<file path="config.mk">
export PLATFORM = sky130hd
export DESIGN_NAME = lane_steer_top
export DESIGN_NICKNAME = d
export VERILOG_FILES = /design/src/hw/lane_pkg.sv /design/src/hw/frame_sequencer.sv /design/src/hw/lane_score_engine.sv /design/src/hw/lane_steer_top.sv /design/src/hw/motor_cmd_tx.sv /design/src/hw/spi_word_rx.sv /design/src/hw/steer_cfg_regs.sv
export SDC_FILE = /design/constraint.sdc
export NUM_CORES = 1
export LEC_CHECK = 0
export BUFFER_PORTS_ARGS = -buffer_cell sky130_fd_sc_hd__buf_4
export CORE_UTILIZATION = 60
export CTS_CLUSTER_DIAMETER = 200
export CTS_CLUSTER_SIZE = 12
export DETAILED_ROUTE_END_ITERATION = 12
export HOLD_SLACK_MARGIN = 0.06
export PLACE_DENSITY = 0.76
export REMOVE_ABC_BUFFERS = 1
export SYNTH_ARGS = -nofsm -noshare
export SYNTH_HDL_FRONTEND = slang
export SYNTH_SLANG_ARGS = --single-unit
</file>
<file path="constraint.sdc">
create_clock -name clk -period 4.82 [get_ports clk]
set_input_delay 0.482 -clock clk [delete_from_list [all_inputs] [get_ports clk]]
set_output_delay 0.482 -clock clk [all_outputs]
set_load 0.05 [all_outputs]
</file>
<file path="src/hw/lane_pkg.sv">
package lane_pkg;

    // host word, pixel view
    typedef struct packed {
        logic       is_cfg;
        logic [6:0] rsvd;
        logic [7:0] pixel;
    } pix_word_t;

    // host word, register write view
    typedef struct packed {
        logic       is_cfg;
        logic [6:0] reg_addr;
        logic [7:0] reg_data;
    } cfg_word_t;

    // top bit picks the view
    typedef union packed {
        pix_word_t pix;
        cfg_word_t cfg;
    } spi_word_u;

    typedef struct packed {
        logic       first;
        logic [7:0] pixel;
    } pix_beat_t;

    typedef struct packed {
        logic [7:0] threshold;
        logic [7:0] header;
    } steer_cfg_t;

    typedef enum logic [2:0] {
        CMD_STOP  = 3'b000,
        CMD_RIGHT = 3'b001,
        CMD_LEFT  = 3'b010
    } motor_cmd_e;

    typedef struct packed {
        logic [7:0] header;
        logic [4:0] pad;
        motor_cmd_e cmd;
    } motor_frame_t;

    typedef logic signed [23:0] score_t;

    typedef enum logic [2:0] {
        S_IDLE       = 3'd0,
        S_RECEIVING  = 3'd1,
        S_PROCESSING = 3'd2,
        S_SENDING    = 3'd3,
        S_DONE       = 3'd4
    } seq_state_e;

    localparam logic [6:0] CFG_ADDR_THRESHOLD  = 7'd0;
    localparam logic [6:0] CFG_ADDR_HEADER     = 7'd1;
    localparam logic [7:0] CFG_RESET_THRESHOLD = 8'd0;
    localparam logic [7:0] CFG_RESET_HEADER    = 8'hA5;

endpackage

</file>
<file path="src/hw/frame_sequencer.sv">
`timescale 1ns/1ps

module frame_sequencer (
    input  logic                   clk,
    input  logic                   rst_n,
    input  logic                   rx_valid_i,
    input  lane_pkg::spi_word_u    rx_word_i,
    input  lane_pkg::steer_cfg_t   cfg_i,
    output logic                   beat_valid_o,
    output lane_pkg::pix_beat_t    beat_o,
    input  logic                   score_valid_i,
    input  lane_pkg::score_t       score_i,
    output logic                   tx_start_o,
    output lane_pkg::motor_frame_t tx_frame_o,
    input  logic                   tx_done_i,
    output logic [3:0]             status_led_o
);

    import lane_pkg::*;

    seq_state_e state_q;
    seq_state_e state_d;
    score_t     score_q;
    score_t     thr;
    motor_cmd_e cmd;
    logic       take_pix;

    // pixels outside idle/receiving are dropped
    assign take_pix = rx_valid_i && !rx_word_i.pix.is_cfg &&
                      (state_q == S_IDLE || state_q == S_RECEIVING);

    assign thr = {16'd0, cfg_i.threshold};

    // dead band around zero
    always_comb begin
        if (score_q > thr) begin
            cmd = CMD_RIGHT;
        end else if (score_q < -thr) begin
            cmd = CMD_LEFT;
        end else begin
            cmd = CMD_STOP;
        end
    end

    always_comb begin
        state_d = state_q;
        case (state_q)
            S_IDLE:       if (take_pix) state_d = S_RECEIVING;
            S_RECEIVING:  if (score_valid_i) state_d = S_PROCESSING;
            S_PROCESSING: state_d = S_SENDING;
            S_SENDING:    if (tx_done_i) state_d = S_DONE;
            S_DONE:       state_d = S_IDLE;
            default:      state_d = S_IDLE;
        endcase
    end

    always_ff @(posedge clk or negedge rst_n) begin
        if (!rst_n) begin
            state_q      <= S_IDLE;
            beat_valid_o <= 1'b0;
            tx_start_o   <= 1'b0;
        end else begin
            state_q      <= state_d;
            beat_valid_o <= take_pix;
            // one pulse on entry to sending
            tx_start_o   <= (state_q == S_PROCESSING);
        end
    end

    always_ff @(posedge clk) begin
        if (take_pix) begin
            beat_o.first <= (state_q == S_IDLE);
            beat_o.pixel <= rx_word_i.pix.pixel;
        end
        if (state_q == S_RECEIVING && score_valid_i) begin
            score_q <= score_i;
        end
        if (state_q == S_PROCESSING) begin
            tx_frame_o.header <= cfg_i.header;
            tx_frame_o.pad    <= 5'd0;
            tx_frame_o.cmd    <= cmd;
        end
    end

    always_comb begin
        case (state_q)
            S_IDLE:       status_led_o = 4'b0001;
            S_RECEIVING:  status_led_o = 4'b0010;
            S_PROCESSING: status_led_o = 4'b0100;
            S_SENDING:    status_led_o = 4'b1000;
            S_DONE:       status_led_o = 4'b1111;
            default:      status_led_o = 4'b0001;
        endcase
    end

endmodule

</file>
<file path="src/hw/lane_score_engine.sv">
`timescale 1ns/1ps

module lane_score_engine #(
    parameter int IMG_W = 8,
    parameter int IMG_H = 4
) (
    input  logic                clk,
    input  logic                rst_n,
    input  logic                beat_valid_i,
    input  lane_pkg::pix_beat_t beat_i,
    output logic                score_valid_o,
    output lane_pkg::score_t    score_o
);

    import lane_pkg::*;

    localparam int PIX_N = IMG_W * IMG_H;
    localparam int COL_W = (IMG_W > 1) ? $clog2(IMG_W) : 1;
    localparam int CNT_W = $clog2(PIX_N + 1);

    logic [COL_W-1:0] col_q;
    logic [COL_W-1:0] col;
    logic [CNT_W-1:0] cnt_q;
    logic [CNT_W-1:0] cnt;
    score_t           sum_q;
    score_t           sum_base;
    score_t           pix_ext;
    score_t           sum_d;

    // first beat restarts the image
    assign col      = beat_i.first ? '0 : col_q;
    assign cnt      = beat_i.first ? '0 : cnt_q;
    assign sum_base = beat_i.first ? '0 : sum_q;
    assign pix_ext  = {16'd0, beat_i.pixel};

    // left half columns pull negative
    assign sum_d = (col < COL_W'(IMG_W / 2)) ? sum_base - pix_ext : sum_base + pix_ext;

    always_ff @(posedge clk or negedge rst_n) begin
        if (!rst_n) begin
            col_q         <= '0;
            cnt_q         <= '0;
            score_valid_o <= 1'b0;
        end else begin
            score_valid_o <= beat_valid_i && (cnt == CNT_W'(PIX_N - 1));
            if (beat_valid_i) begin
                col_q <= (col == COL_W'(IMG_W - 1)) ? '0 : col + 1'b1;
                cnt_q <= cnt + 1'b1;
            end
        end
    end

    always_ff @(posedge clk) begin
        if (beat_valid_i) begin
            sum_q   <= sum_d;
            score_o <= sum_d;
        end
    end

endmodule

</file>
<file path="src/hw/lane_steer_top.sv">
`timescale 1ns/1ps

module lane_steer_top #(
    parameter int IMG_W    = 8,
    parameter int IMG_H    = 4,
    parameter int SCLK_DIV = 4
) (
    input  logic       clk,
    input  logic       rst_n,
    input  logic       spi_slave_sclk_i,
    input  logic       spi_slave_ss_i,
    input  logic       spi_slave_mosi_i,
    output logic       spi_master_sclk_o,
    output logic       spi_master_mosi_o,
    output logic       spi_master_ss_o,
    output logic [3:0] status_led_o
);

    import lane_pkg::*;

    logic         rx_valid;
    spi_word_u    rx_word;
    steer_cfg_t   cfg;
    logic         beat_valid;
    pix_beat_t    beat;
    logic         score_valid;
    score_t       score;
    logic         tx_start;
    motor_frame_t tx_frame;
    logic         tx_done;

    spi_word_rx u_rx (
        .clk        (clk),
        .rst_n      (rst_n),
        .spi_sclk_i (spi_slave_sclk_i),
        .spi_ss_i   (spi_slave_ss_i),
        .spi_mosi_i (spi_slave_mosi_i),
        .rx_valid_o (rx_valid),
        .rx_word_o  (rx_word)
    );

    steer_cfg_regs u_cfg (
        .clk        (clk),
        .rst_n      (rst_n),
        .rx_valid_i (rx_valid),
        .rx_word_i  (rx_word),
        .cfg_o      (cfg)
    );

    frame_sequencer u_seq (
        .clk           (clk),
        .rst_n         (rst_n),
        .rx_valid_i    (rx_valid),
        .rx_word_i     (rx_word),
        .cfg_i         (cfg),
        .beat_valid_o  (beat_valid),
        .beat_o        (beat),
        .score_valid_i (score_valid),
        .score_i       (score),
        .tx_start_o    (tx_start),
        .tx_frame_o    (tx_frame),
        .tx_done_i     (tx_done),
        .status_led_o  (status_led_o)
    );

    lane_score_engine #(
        .IMG_W (IMG_W),
        .IMG_H (IMG_H)
    ) u_engine (
        .clk           (clk),
        .rst_n         (rst_n),
        .beat_valid_i  (beat_valid),
        .beat_i        (beat),
        .score_valid_o (score_valid),
        .score_o       (score)
    );

    motor_cmd_tx #(
        .SCLK_DIV (SCLK_DIV)
    ) u_tx (
        .clk        (clk),
        .rst_n      (rst_n),
        .tx_start_i (tx_start),
        .tx_frame_i (tx_frame),
        .tx_done_o  (tx_done),
        .spi_sclk_o (spi_master_sclk_o),
        .spi_mosi_o (spi_master_mosi_o),
        .spi_ss_o   (spi_master_ss_o)
    );

endmodule

</file>
<file path="src/hw/motor_cmd_tx.sv">
`timescale 1ns/1ps

module motor_cmd_tx #(
    parameter int SCLK_DIV = 4
) (
    input  logic                   clk,
    input  logic                   rst_n,
    input  logic                   tx_start_i,
    input  lane_pkg::motor_frame_t tx_frame_i,
    output logic                   tx_done_o,
    output logic                   spi_sclk_o,
    output logic                   spi_mosi_o,
    output logic                   spi_ss_o
);

    localparam int DIV_W = (SCLK_DIV > 1) ? $clog2(SCLK_DIV) : 1;

    logic             busy_q;
    logic             sclk_q;
    logic             ss_q;
    logic             half_tick;
    logic [DIV_W-1:0] div_q;
    logic [3:0]       bit_q;
    logic [15:0]      shift_q;

    // end of one sclk half period
    assign half_tick = busy_q && !ss_q && (div_q == DIV_W'(SCLK_DIV - 1));

    always_ff @(posedge clk or negedge rst_n) begin
        if (!rst_n) begin
            busy_q    <= 1'b0;
            sclk_q    <= 1'b0;
            ss_q      <= 1'b1;
            div_q     <= '0;
            bit_q     <= 4'd0;
            shift_q   <= 16'd0;
            tx_done_o <= 1'b0;
        end else begin
            tx_done_o <= 1'b0;
            if (!busy_q) begin
                // first bit already on mosi before the first rise
                if (tx_start_i) begin
                    busy_q  <= 1'b1;
                    ss_q    <= 1'b0;
                    div_q   <= '0;
                    bit_q   <= 4'd0;
                    shift_q <= tx_frame_i;
                end
            end else if (ss_q) begin
                // ss went high last cycle
                busy_q    <= 1'b0;
                tx_done_o <= 1'b1;
            end else if (half_tick) begin
                div_q  <= '0;
                sclk_q <= ~sclk_q;
                // falling edge shifts the next bit out
                if (sclk_q) begin
                    if (bit_q == 4'd15) begin
                        ss_q <= 1'b1;
                    end else begin
                        shift_q <= {shift_q[14:0], 1'b0};
                        bit_q   <= bit_q + 4'd1;
                    end
                end
            end else begin
                div_q <= div_q + 1'b1;
            end
        end
    end

    assign spi_sclk_o = sclk_q;
    assign spi_ss_o   = ss_q;
    assign spi_mosi_o = shift_q[15];

endmodule

</file>
<file path="src/hw/spi_word_rx.sv">
`timescale 1ns/1ps

module spi_word_rx (
    input  logic                clk,
    input  logic                rst_n,
    input  logic                spi_sclk_i,
    input  logic                spi_ss_i,
    input  logic                spi_mosi_i,
    output logic                rx_valid_o,
    output lane_pkg::spi_word_u rx_word_o
);

    logic [1:0]  sclk_sync;
    logic [1:0]  ss_sync;
    logic [1:0]  mosi_sync;
    logic        sclk_prev;
    logic        sclk_rise;
    logic        bit_take;
    logic        word_done;
    logic [3:0]  bit_cnt;
    logic [14:0] shift_q;

    // two-flop synchronizers, ss idles high
    always_ff @(posedge clk or negedge rst_n) begin
        if (!rst_n) begin
            sclk_sync <= 2'b00;
            ss_sync   <= 2'b11;
            mosi_sync <= 2'b00;
            sclk_prev <= 1'b0;
        end else begin
            sclk_sync <= {sclk_sync[0], spi_sclk_i};
            ss_sync   <= {ss_sync[0], spi_ss_i};
            mosi_sync <= {mosi_sync[0], spi_mosi_i};
            sclk_prev <= sclk_sync[1];
        end
    end

    assign sclk_rise = sclk_sync[1] & ~sclk_prev;
    // mode 0, sample on rising sclk while selected
    assign bit_take  = sclk_rise & ~ss_sync[1];
    assign word_done = bit_take && (bit_cnt == 4'd15);

    always_ff @(posedge clk or negedge rst_n) begin
        if (!rst_n) begin
            bit_cnt    <= 4'd0;
            rx_valid_o <= 1'b0;
        end else begin
            rx_valid_o <= word_done;
            // deselect drops any partial word
            if (ss_sync[1]) begin
                bit_cnt <= 4'd0;
            end else if (bit_take) begin
                bit_cnt <= bit_cnt + 4'd1;
            end
        end
    end

    // msb first
    always_ff @(posedge clk) begin
        if (bit_take) begin
            shift_q <= {shift_q[13:0], mosi_sync[1]};
        end
        if (word_done) begin
            rx_word_o <= {shift_q, mosi_sync[1]};
        end
    end

endmodule

</file>
<file path="src/hw/steer_cfg_regs.sv">
`timescale 1ns/1ps

module steer_cfg_regs (
    input  logic                 clk,
    input  logic                 rst_n,
    input  logic                 rx_valid_i,
    input  lane_pkg::spi_word_u  rx_word_i,
    output lane_pkg::steer_cfg_t cfg_o
);

    import lane_pkg::*;

    logic cfg_wr;

    // register writes are accepted in any sequencer state
    assign cfg_wr = rx_valid_i && rx_word_i.cfg.is_cfg;

    always_ff @(posedge clk or negedge rst_n) begin
        if (!rst_n) begin
            cfg_o.threshold <= CFG_RESET_THRESHOLD;
            cfg_o.header    <= CFG_RESET_HEADER;
        end else if (cfg_wr) begin
            case (rx_word_i.cfg.reg_addr)
                CFG_ADDR_THRESHOLD: begin
                    cfg_o.threshold <= rx_word_i.cfg.reg_data;
                end
                CFG_ADDR_HEADER: begin
                    cfg_o.header <= rx_word_i.cfg.reg_data;
                end
                default: begin
                    // unknown address, nothing to update
                end
            endcase
        end
    end

endmodule

</file>
==> results of run 1 <==
[final timing paths]
path / startpoint / endpoint
worst max-delay path: u_seq.beat_o[3]$_DFFE_PP_ / u_engine.score_o[19]$_DFFE_PP_
worst min-delay path: spi_slave_sclk_i / u_rx.sclk_sync[0]$_DFF_PN0_
worst max register to register: u_seq.beat_o[3]$_DFFE_PP_ / u_engine.score_o[19]$_DFFE_PP_
worst min register to register: u_rx.ss_sync[0]$_DFF_PN1_ / u_rx.ss_sync[1]$_DFF_PN1_
max in group asynchronous: rst_n / u_engine.col_q[1]$_DFFE_PN0P_
min in group asynchronous: rst_n / u_tx.shift_q[11]$_DFFE_PN0P_
[layout make-up]
class / count / area (µm²) / area share
repair buffers: 17 / 128 / 0.0140
multi-input cells: 492 / 3430 / 0.377
inverters: 26 / 97.6 / 0.0107
clock inverters: 15 / 128 / 0.0140
clock buffers: 17 / 425 / 0.0467
flip-flops and latches: 167 / 4680 / 0.514
well taps: 176 / 220 / 0.0242
[state kept, by name, indices dropped and copies added (netlist names), 4 cells and up]
signal / cells
u_engine.score_o: 24
u_rx.rx_word_o: 16
u_seq.beat_o: 9
u_cfg.cfg_o: 16
u_seq.score_q: 24
u_tx.shift_q: 16
u_tx.bit_q: 4
u_rx.bit_cnt: 4
u_rx.shift_q: 15
u_engine.cnt_q: 6
u_seq.tx_frame_o: 10
[stage by stage]
step | power (mW) | cells | instance area (µm²)
after global placement | 1.56 | 878 | 8550
after CTS | 2.84 | 910 | 9110
after global routing | 2.89 | 910 | 9110
after floorplan | 1.55 | 685 | 8200
final | 2.82 | 910 | 9110
after detailed placement | 1.57 | 878 | 8550
[per-layer routing]
metal  up-vias  track usage  wire (µm)
li1       2610            -          -
met1      2627        0.311       7040
met2       118        0.384       7560
met3        23       0.0469        580
met4         0       0.0930        276
met5         -            0          0
[power groups by stage]
stage                     clock network (mW)  logic, mW  registers [mW]
after floorplan                            0    0.00453            1.54
after global placement                     0     0.0193            1.54
after detailed placement                   0     0.0202            1.55
after CTS                               1.30     0.0202            1.52
after global routing                    1.36     0.0224            1.52
final                                   1.28     0.0189            1.52
[worst max-delay path: stages (launching register included)]
cell and delay [ns]:
sky130_fd_sc_hd__edfxtp_1 0.49, sky130_fd_sc_hd__nor4_4 0.38, sky130_fd_sc_hd__or2b_1 0.28, sky130_fd_sc_hd__nor3_1 0.14, sky130_fd_sc_hd__ha_1 0.26, sky130_fd_sc_hd__mux2_2 0.27
sky130_fd_sc_hd__ha_1 0.36, sky130_fd_sc_hd__and4_1 0.19, sky130_fd_sc_hd__a221o_1 0.34, sky130_fd_sc_hd__a21o_1 0.20, sky130_fd_sc_hd__a21oi_1 0.36, sky130_fd_sc_hd__o21ai_0 0.19
sky130_fd_sc_hd__xor2_1 0.17
[layout by cell type (no fill, tap or decap), drive strengths merged, types with 3 or more instances in the layout]
cell type   n
edfxtp     98
ha         62
dfrtp      62
nand2      60
nor2       49
o21ai      45
a21oi      40
inv        39
nor2b      38
xnor2      25
nand3      17
clkbuf     17
buf        17
xor2       13
mux2i      13
nor3       13
mux2       12
nand4      11
nor4        9
o21a        8
a21o        8
nand2b      7
dfstp       7
nor3b       6
o22ai       6
o211ai      5
a211oi      4
or2         4
a31oi       3
maj3        3
and2        3
[cells by family (layout without fill, tap and decap cells)]
group / after synthesis / count (layout) / synth area share
mux: 25 / 25 / 0.0321
xor+xnor: 38 / 38 / 0.0403
flops: 167 / 167 / 0.566
simple gates: 229 / 229 / 0.141
compound gates: 134 / 134 / 0.101
buf+inv: 42 / 75 / 0.0192
fa+ha+maj: 66 / 66 / 0.100
==> results.md, run 1 <==
- The library cell with the largest summed area after synthesis is sky130_fd_sc_hd__edfxtp_1.
- In this run the static leakage power is 3.59 nW.
- In this run the vertical extent of the chip is between 100 and 150 µm.
- Measured on the finished design, the core utilization comes to 0.682.
- Gates resized during post-CTS repair numbered 0.
- The setup TNS is 0 ns.
- The share of total power dissipated in combinational logic is 0.007.
- The switching power of the nets is 0.618 mW.
- In this run, the number of DRC markers left after iteration 0 of detailed routing was around 450.
- The number of pins exceeding their max-slew limit in the final report was 0.
- The reg2reg setup slack is about 0.93 ns.
- In the routed design, unresolved DRC markers number 0.
- The number of antenna violations at the first check in global routing came to 0.
- The number of top-level pins is 12.
- Ranked by total cell area, the synthesized netlist is headed by sky130_fd_sc_hd__edfxtp_1 36%, sky130_fd_sc_hd__dfrtp_1 19%, sky130_fd_sc_hd__ha_1 9.4%.
- The gate count of the mapped netlist is 701.
- In this run the tool buffered the top-level ports with 11 buffer cells.
- The antenna diode count is 0.
- Using the TritonRoute via totals, the vias-per-cell ratio works out to about 6.
- Setup repair after global routing left no endpoint under its margin.
- The clock network power share is 0.455.
- The final-stage net count is 789.
- The routed length per instance is 17.0 µm.
- The category of the worst setup path launch point is a flip-flop.
- The number of synthesized flops with an enable pin is 98.
- Entering global routing, the biggest net connects 70 pins.
- The floorplan die width is between 100 and 150 µm.
- The peak ir drop on the vdd network is 248 µV.
- The worst slack at placement is 0.951 ns.
- The detail route stage leaves a number of antenna-violating nets equal to 0.
- In the final layout, the share of cells above drive strength 1 is 0.112.
- For this run, the top clock speed supported by timing is about 0.26 GHz.
- The all-layer global routing usage is 0.236.
- The wire length of the first global-routing pass is around 26,000 µm.
- The via count of the routed design is approximately 5,400.
- Of the total power, the share spent switching nets is 0.219.
- The measured slew at the worst slew-check pin is about 0.99 ns.
- Counting the buffers created by CTS gives 17.
- The type of the worst setup path is flip-flop to flip-flop.
- The flow ran to the end, and the final reports show no timing, DRC or antenna violations.
- The floorplan has 42 rows.
- The most common flop cell mapped by yosys is sky130_fd_sc_hd__edfxtp_1.
- The internal power contribution is between 2 and 2.5 mW.
- The power density normalized to cell area is a little over 300 mW/mm².
- Across all setup checks in the final design, the least slack found is 0.933 ns.
- Clock-pin slew was measured on the worst setup and hold paths at about 0.070 ns.
- The peak fanout along the critical path is 5.
- The count of fill cells added during filler insertion is about 960.
- The global route total overflow is 0.
- Counting flops and latches in the post-synthesis netlist gives 167.
- The post-synthesis to final-layout area growth is 10.2%.
- In this run the standard cell core region covers 0.0133 mm².
- The share of flip-flops with an asynchronous set or reset after synthesis is 0.413.
- Yosys printed 0 warnings.
- The later-pin clock latency in the skew report is between 0.4 and 0.5 ns.
- The setup clock skew after layout is slightly above 0.009 ns.
- On the final layout, the worst hold slack is approximately 0.15 ns.
- The number of failing setup endpoints in the final timing report is 0.
- The worst setup path is captured at a flip-flop.
- The die covers around 0.014 mm².
- The maximum buffer depth of the clock tree is 2.
- The sequential-to-total area share from yosys stat is 0.566.
- The arrival time of data at the critical path endpoint is between 4 and 5 ns.
- The synthesized netlist contains 57 unique library cells.
- The count of cells along the worst hold path is 1.
- The depth of the CTS H-tree is 4.
- After synthesis, the most frequently instantiated cells are 98 x sky130_fd_sc_hd__edfxtp_1, 62 x sky130_fd_sc_hd__dfrtp_1, 62 x sky130_fd_sc_hd__ha_1.
- Routability-driven placement finished with a final weighted congestion of between 0.9 and 1.
- For this design, the sink count on the clock tree is 167.
- In the post-synthesis netlist, the cell with the most instances is sky130_fd_sc_hd__edfxtp_1.
- Each instance of the synthesized netlist takes up on average approximately 12 µm².
- The min-delay analysis places its worst path in the category input port to flip-flop.
- The time the worst path needs with I/O delays and setup is 3.89 ns.
- Before antenna repair, the detailed router went through 5 iterations.
- In this run the clock root is driven by a sky130_fd_sc_hd__clkbuf_16.
- Once detailed placement completed, the half-perimeter wirelength came to about 11,000 µm.
- The part of the power in registers is 0.539.
- TritonCTS built the clock tree.
- STA puts the critical path data required time at roughly 5 ns.
- The number of global-route vias before repair is around 5,300.
- The count of final hold-check violations is 0.
- In this run, post-CTS hold repair placed 0 buffers.
- The cell depth of the worst flop-to-flop path is 12.
- The post-route clock period utilization is 0.806.
- The top-area cell type share of the netlist area is 0.356.
- After clock tree synthesis, the setup repair step added 0 buffers.
- The initial core utilization is 0.619.
- The post-synth design cell area is slightly above 0.008 mm².
- The worst-case headroom to the max-slew limit is 0.340.
- The final routed wirelength across all metal layers is approximately 15,000 µm.
- Max-cap violations in this run came to 0.
Note: power is estimated with default switching activity, not from simulation.
==> run 2, diff against run 1 <==
Clock period 4.82 ns to 3.75 ns, I/O delays scaled along.
==> run 2 against run 1 <==
  * Utilization rose by 0.83 points
  * Critical path depth did not move
  * Sequential share of layout area fell by 0.62 points
==> results.md, run 2 (synthesis gave the netlist of run 1 again) <==
- The flow ran to the end, and the final reports show no timing, DRC or antenna violations.
- The number of buffers created by CTS came to 17 (unchanged).
- The arrival time of data at the critical path endpoint came to 3.77 ns (-0.29 ns).
- The number of failing setup endpoints in the final timing report is 0 (unchanged).
- The HPWL after detailed placement is 11,600 µm (+4.8%).
- The fraction of the core area covered by cells at the end of the flow is 0.691 (+0.00834).
- The number of global-route vias before repair is 5,574 (+6.1%).
- The cell row count is 42 (unchanged).
- The time the worst path needs with I/O delays and setup is 3.60 ns (-0.289 ns).
- The peak fanout along the critical path came to 4 (-1).
- The number of detailed-routing iterations run before antenna repair is 5 (unchanged).
- The static leakage is 3.64 nW (+1.3%).
- The post-route clock period utilization was 0.959 (+0.153).
- Setup repair after global routing left no endpoint under its margin.
- The all-layer global routing usage is 0.247 (+0.0117).
- The number of antenna violations at the first check in global routing came to 0 (unchanged).
- The fraction of final layout cells sized beyond drive strength 1 is 0.120 (+0.00807).
- The total power came to 3.69 mW (+31%).
- The core footprint is 0.0133 mm² (unchanged).
- TritonCTS built the clock tree.
- The routed length per instance is 17.6 µm (+3.5%).
- The initial core utilization is 0.619 (unchanged).
- The power density normalized to cell area is 400 mW/mm² (+29%).
- The worst hold slack is 0.0471 ns (-0.108 ns).
- The top cell types in the final layout, fill and taps aside, are 98 x sky130_fd_sc_hd__edfxtp_1, 62 x sky130_fd_sc_hd__ha_1, 62 x sky130_fd_sc_hd__dfrtp_1, 60 x sky130_fd_sc_hd__nand2_1, 49 x sky130_fd_sc_hd__nor2_1.
- The critical path is of the flip-flop to flip-flop type.
- The worst setup path is captured at a flip-flop.
- The timing-limited maximum frequency is 0.278 GHz (+8.0%).
- The number of sinks on the clock net is 167 (unchanged).
- The final-stage net count is 798 (+1.1%).
- The worst register-to-register path begins at u_seq.beat_o[3]$_DFFE_PP_.
- The required time reported for the critical path endpoint came to 3.92 ns (-1.08 ns).
- The max-cap violation count is 0 (unchanged).
- The iteration-0 DRC count of the detailed router is 468 (+5.2%).
- The remaining routing DRC violations came to 0 (unchanged).
- The finished layout cell area is 0.00922 mm² (+1.2%).
- The die footprint was 0.0142 mm² (unchanged).
- The clock transition time at the flip-flop clock pins of the worst setup and hold paths came to 0.07 ns (about the same).
- The global route total overflow is 0 (unchanged).
- The number of nets still failing antenna checks after routing is 0 (unchanged).
- The tree is rooted in a sky130_fd_sc_hd__clkbuf_16.
- The antenna diode count came to 0 (unchanged).
- The peak ir drop on the vdd network is 388 µV (+56%).
- The number of pins exceeding their max-slew limit in the final report is 0 (unchanged).
- STA classifies the critical path startpoint as a flip-flop.
- The via-per-instance ratio is 5.88 (-0.56%).
- The maximum number of pins on one net before global-route repair is 70 (unchanged).
- The setup TNS came to 0 ns (unchanged).
- The most common cell after layout, fill and taps aside is sky130_fd_sc_hd__edfxtp_1.
- Relative to the synthesized area, the layout overhead comes to 11.6%.
- The quantity of I/O buffers inserted on ports is 11 (unchanged).
- The measured slew at the worst slew-check pin is 0.953 ns (-0.0333 ns).
- The routability-driven placement congestion ratio is 0.931 (+3.2%).
- The depth of the CTS H-tree is 4 (unchanged).
- The via count of the routed design is 5,401 (+0.43%).
- The vertical die dimension came to 119 µm (unchanged).
- The final routed wirelength across all metal layers is 16,100 µm (+4.5%).
- The wire length of the first global-routing pass is 27,000 µm (+5.3%).
- The later-pin clock latency in the skew report is 0.43 ns (about the same).
- The number of top-level pins is 12 (unchanged).
- The worst setup path startpoint is u_seq.beat_o[3]$_DFFE_PP_.
- The worst-case headroom to the max-slew limit is 0.362 (+0.0223).
- The floorplan die width came to 119 µm (unchanged).
- The maximum buffer depth of the clock tree was 2 (unchanged).
- The area of placed instances is 0.00859 mm² (+0.44%).
- The count of final hold-check violations was 0 (unchanged).
- The setup clock skew after layout is 0.0134 ns (+0.00430 ns).
- In the final layout, the registers with the most flip-flops are u_engine.score_o x24, u_seq.score_q x24.
- In this run the worst hold path is classified as input port to asynchronous set/reset pin.
run 2: critical path, cell delays in order, from the launching register on:
cell                       delay, ns
sky130_fd_sc_hd__edfxtp_1       0.46
sky130_fd_sc_hd__nor4_4         0.31
sky130_fd_sc_hd__or2b_1         0.29
sky130_fd_sc_hd__nor3_2         0.12
sky130_fd_sc_hd__ha_1           0.24
sky130_fd_sc_hd__mux2_2         0.26
sky130_fd_sc_hd__ha_1           0.32
sky130_fd_sc_hd__and4_1         0.17
sky130_fd_sc_hd__a221o_1        0.34
sky130_fd_sc_hd__a21o_1         0.20
sky130_fd_sc_hd__maj3_1         0.36
sky130_fd_sc_hd__a21oi_1        0.18
sky130_fd_sc_hd__xnor2_1        0.08
run 2: layout make-up:
type                    count  area [µm²]
clock buffers              17         425
clock inverters            15         159
fillers                   949        4130
inverters                  26        97.6
multi-input cells         492        3430
flip-flops and latches    167        4680
well taps                 176         220
repair buffers             26         203
run 2: metrics by stage:
| step | setup slack [ns] | instances |
|---|---|---|
| 5_1_grt | 0.0419 | 919 |
| 4_1_cts | 0.0989 | 918 |
| 3_5_place_dp | 0.121 | 883 |
| 3_3_place_gp | 0.185 | 883 |
| 6_report | 0.153 | 919 |
| 2_1_floorplan | 0.00684 | 685 |
run 2: repair_timing:
action	in CTS	in global routing
setup endpoints to repair	0	4
gates resized for setup	0	2
setup buffers	0	1
hold endpoints to repair	3	0
hold buffers	3	0
run 2: path summary, 6_finish.rpt:
kind	cells after the start	to	slack (ns)
setup / recovery	12	u_engine.score_o[13]$_DFFE_PP_	0.15
max in group asynchronous	1	u_engine.cnt_q[2]$_DFFE_PN0P_	3.13
hold / removal	1	u_tx.shift_q[15]$_DFFE_PN0P_	0.05
min in group clk	0	u_rx.sclk_sync[1]$_DFF_PN0_	0.35
hold reg to reg	0	u_rx.sclk_sync[1]$_DFF_PN0_	0.35
setup reg to reg	12	u_engine.score_o[13]$_DFFE_PP_	0.15
run 2: where the power goes:
| part | leakage, nW | switching, mW | total (mW) | internal (mW) |
|---|---|---|---|---|
| sequential | 1.80 | 0.00522 | 1.95 | 1.94 |
| clock | 0.284 | 0.770 | 1.71 | 0.943 |
| combinational | 1.56 | 0.0193 | 0.0271 | 0.00770 |
| total | 3.64 | 0.795 | 3.69 | 2.90 |
run 2: metal layers:
metal | global-route usage | vias up | wire (µm)
met5 | 0 | - | 0
met4 | 0.0961 | 0 | 348
met3 | 0.0556 | 24 | 675
met2 | 0.408 | 125 | 7830
met1 | 0.319 | 2635 | 7290
li1 | - | 2617 | -
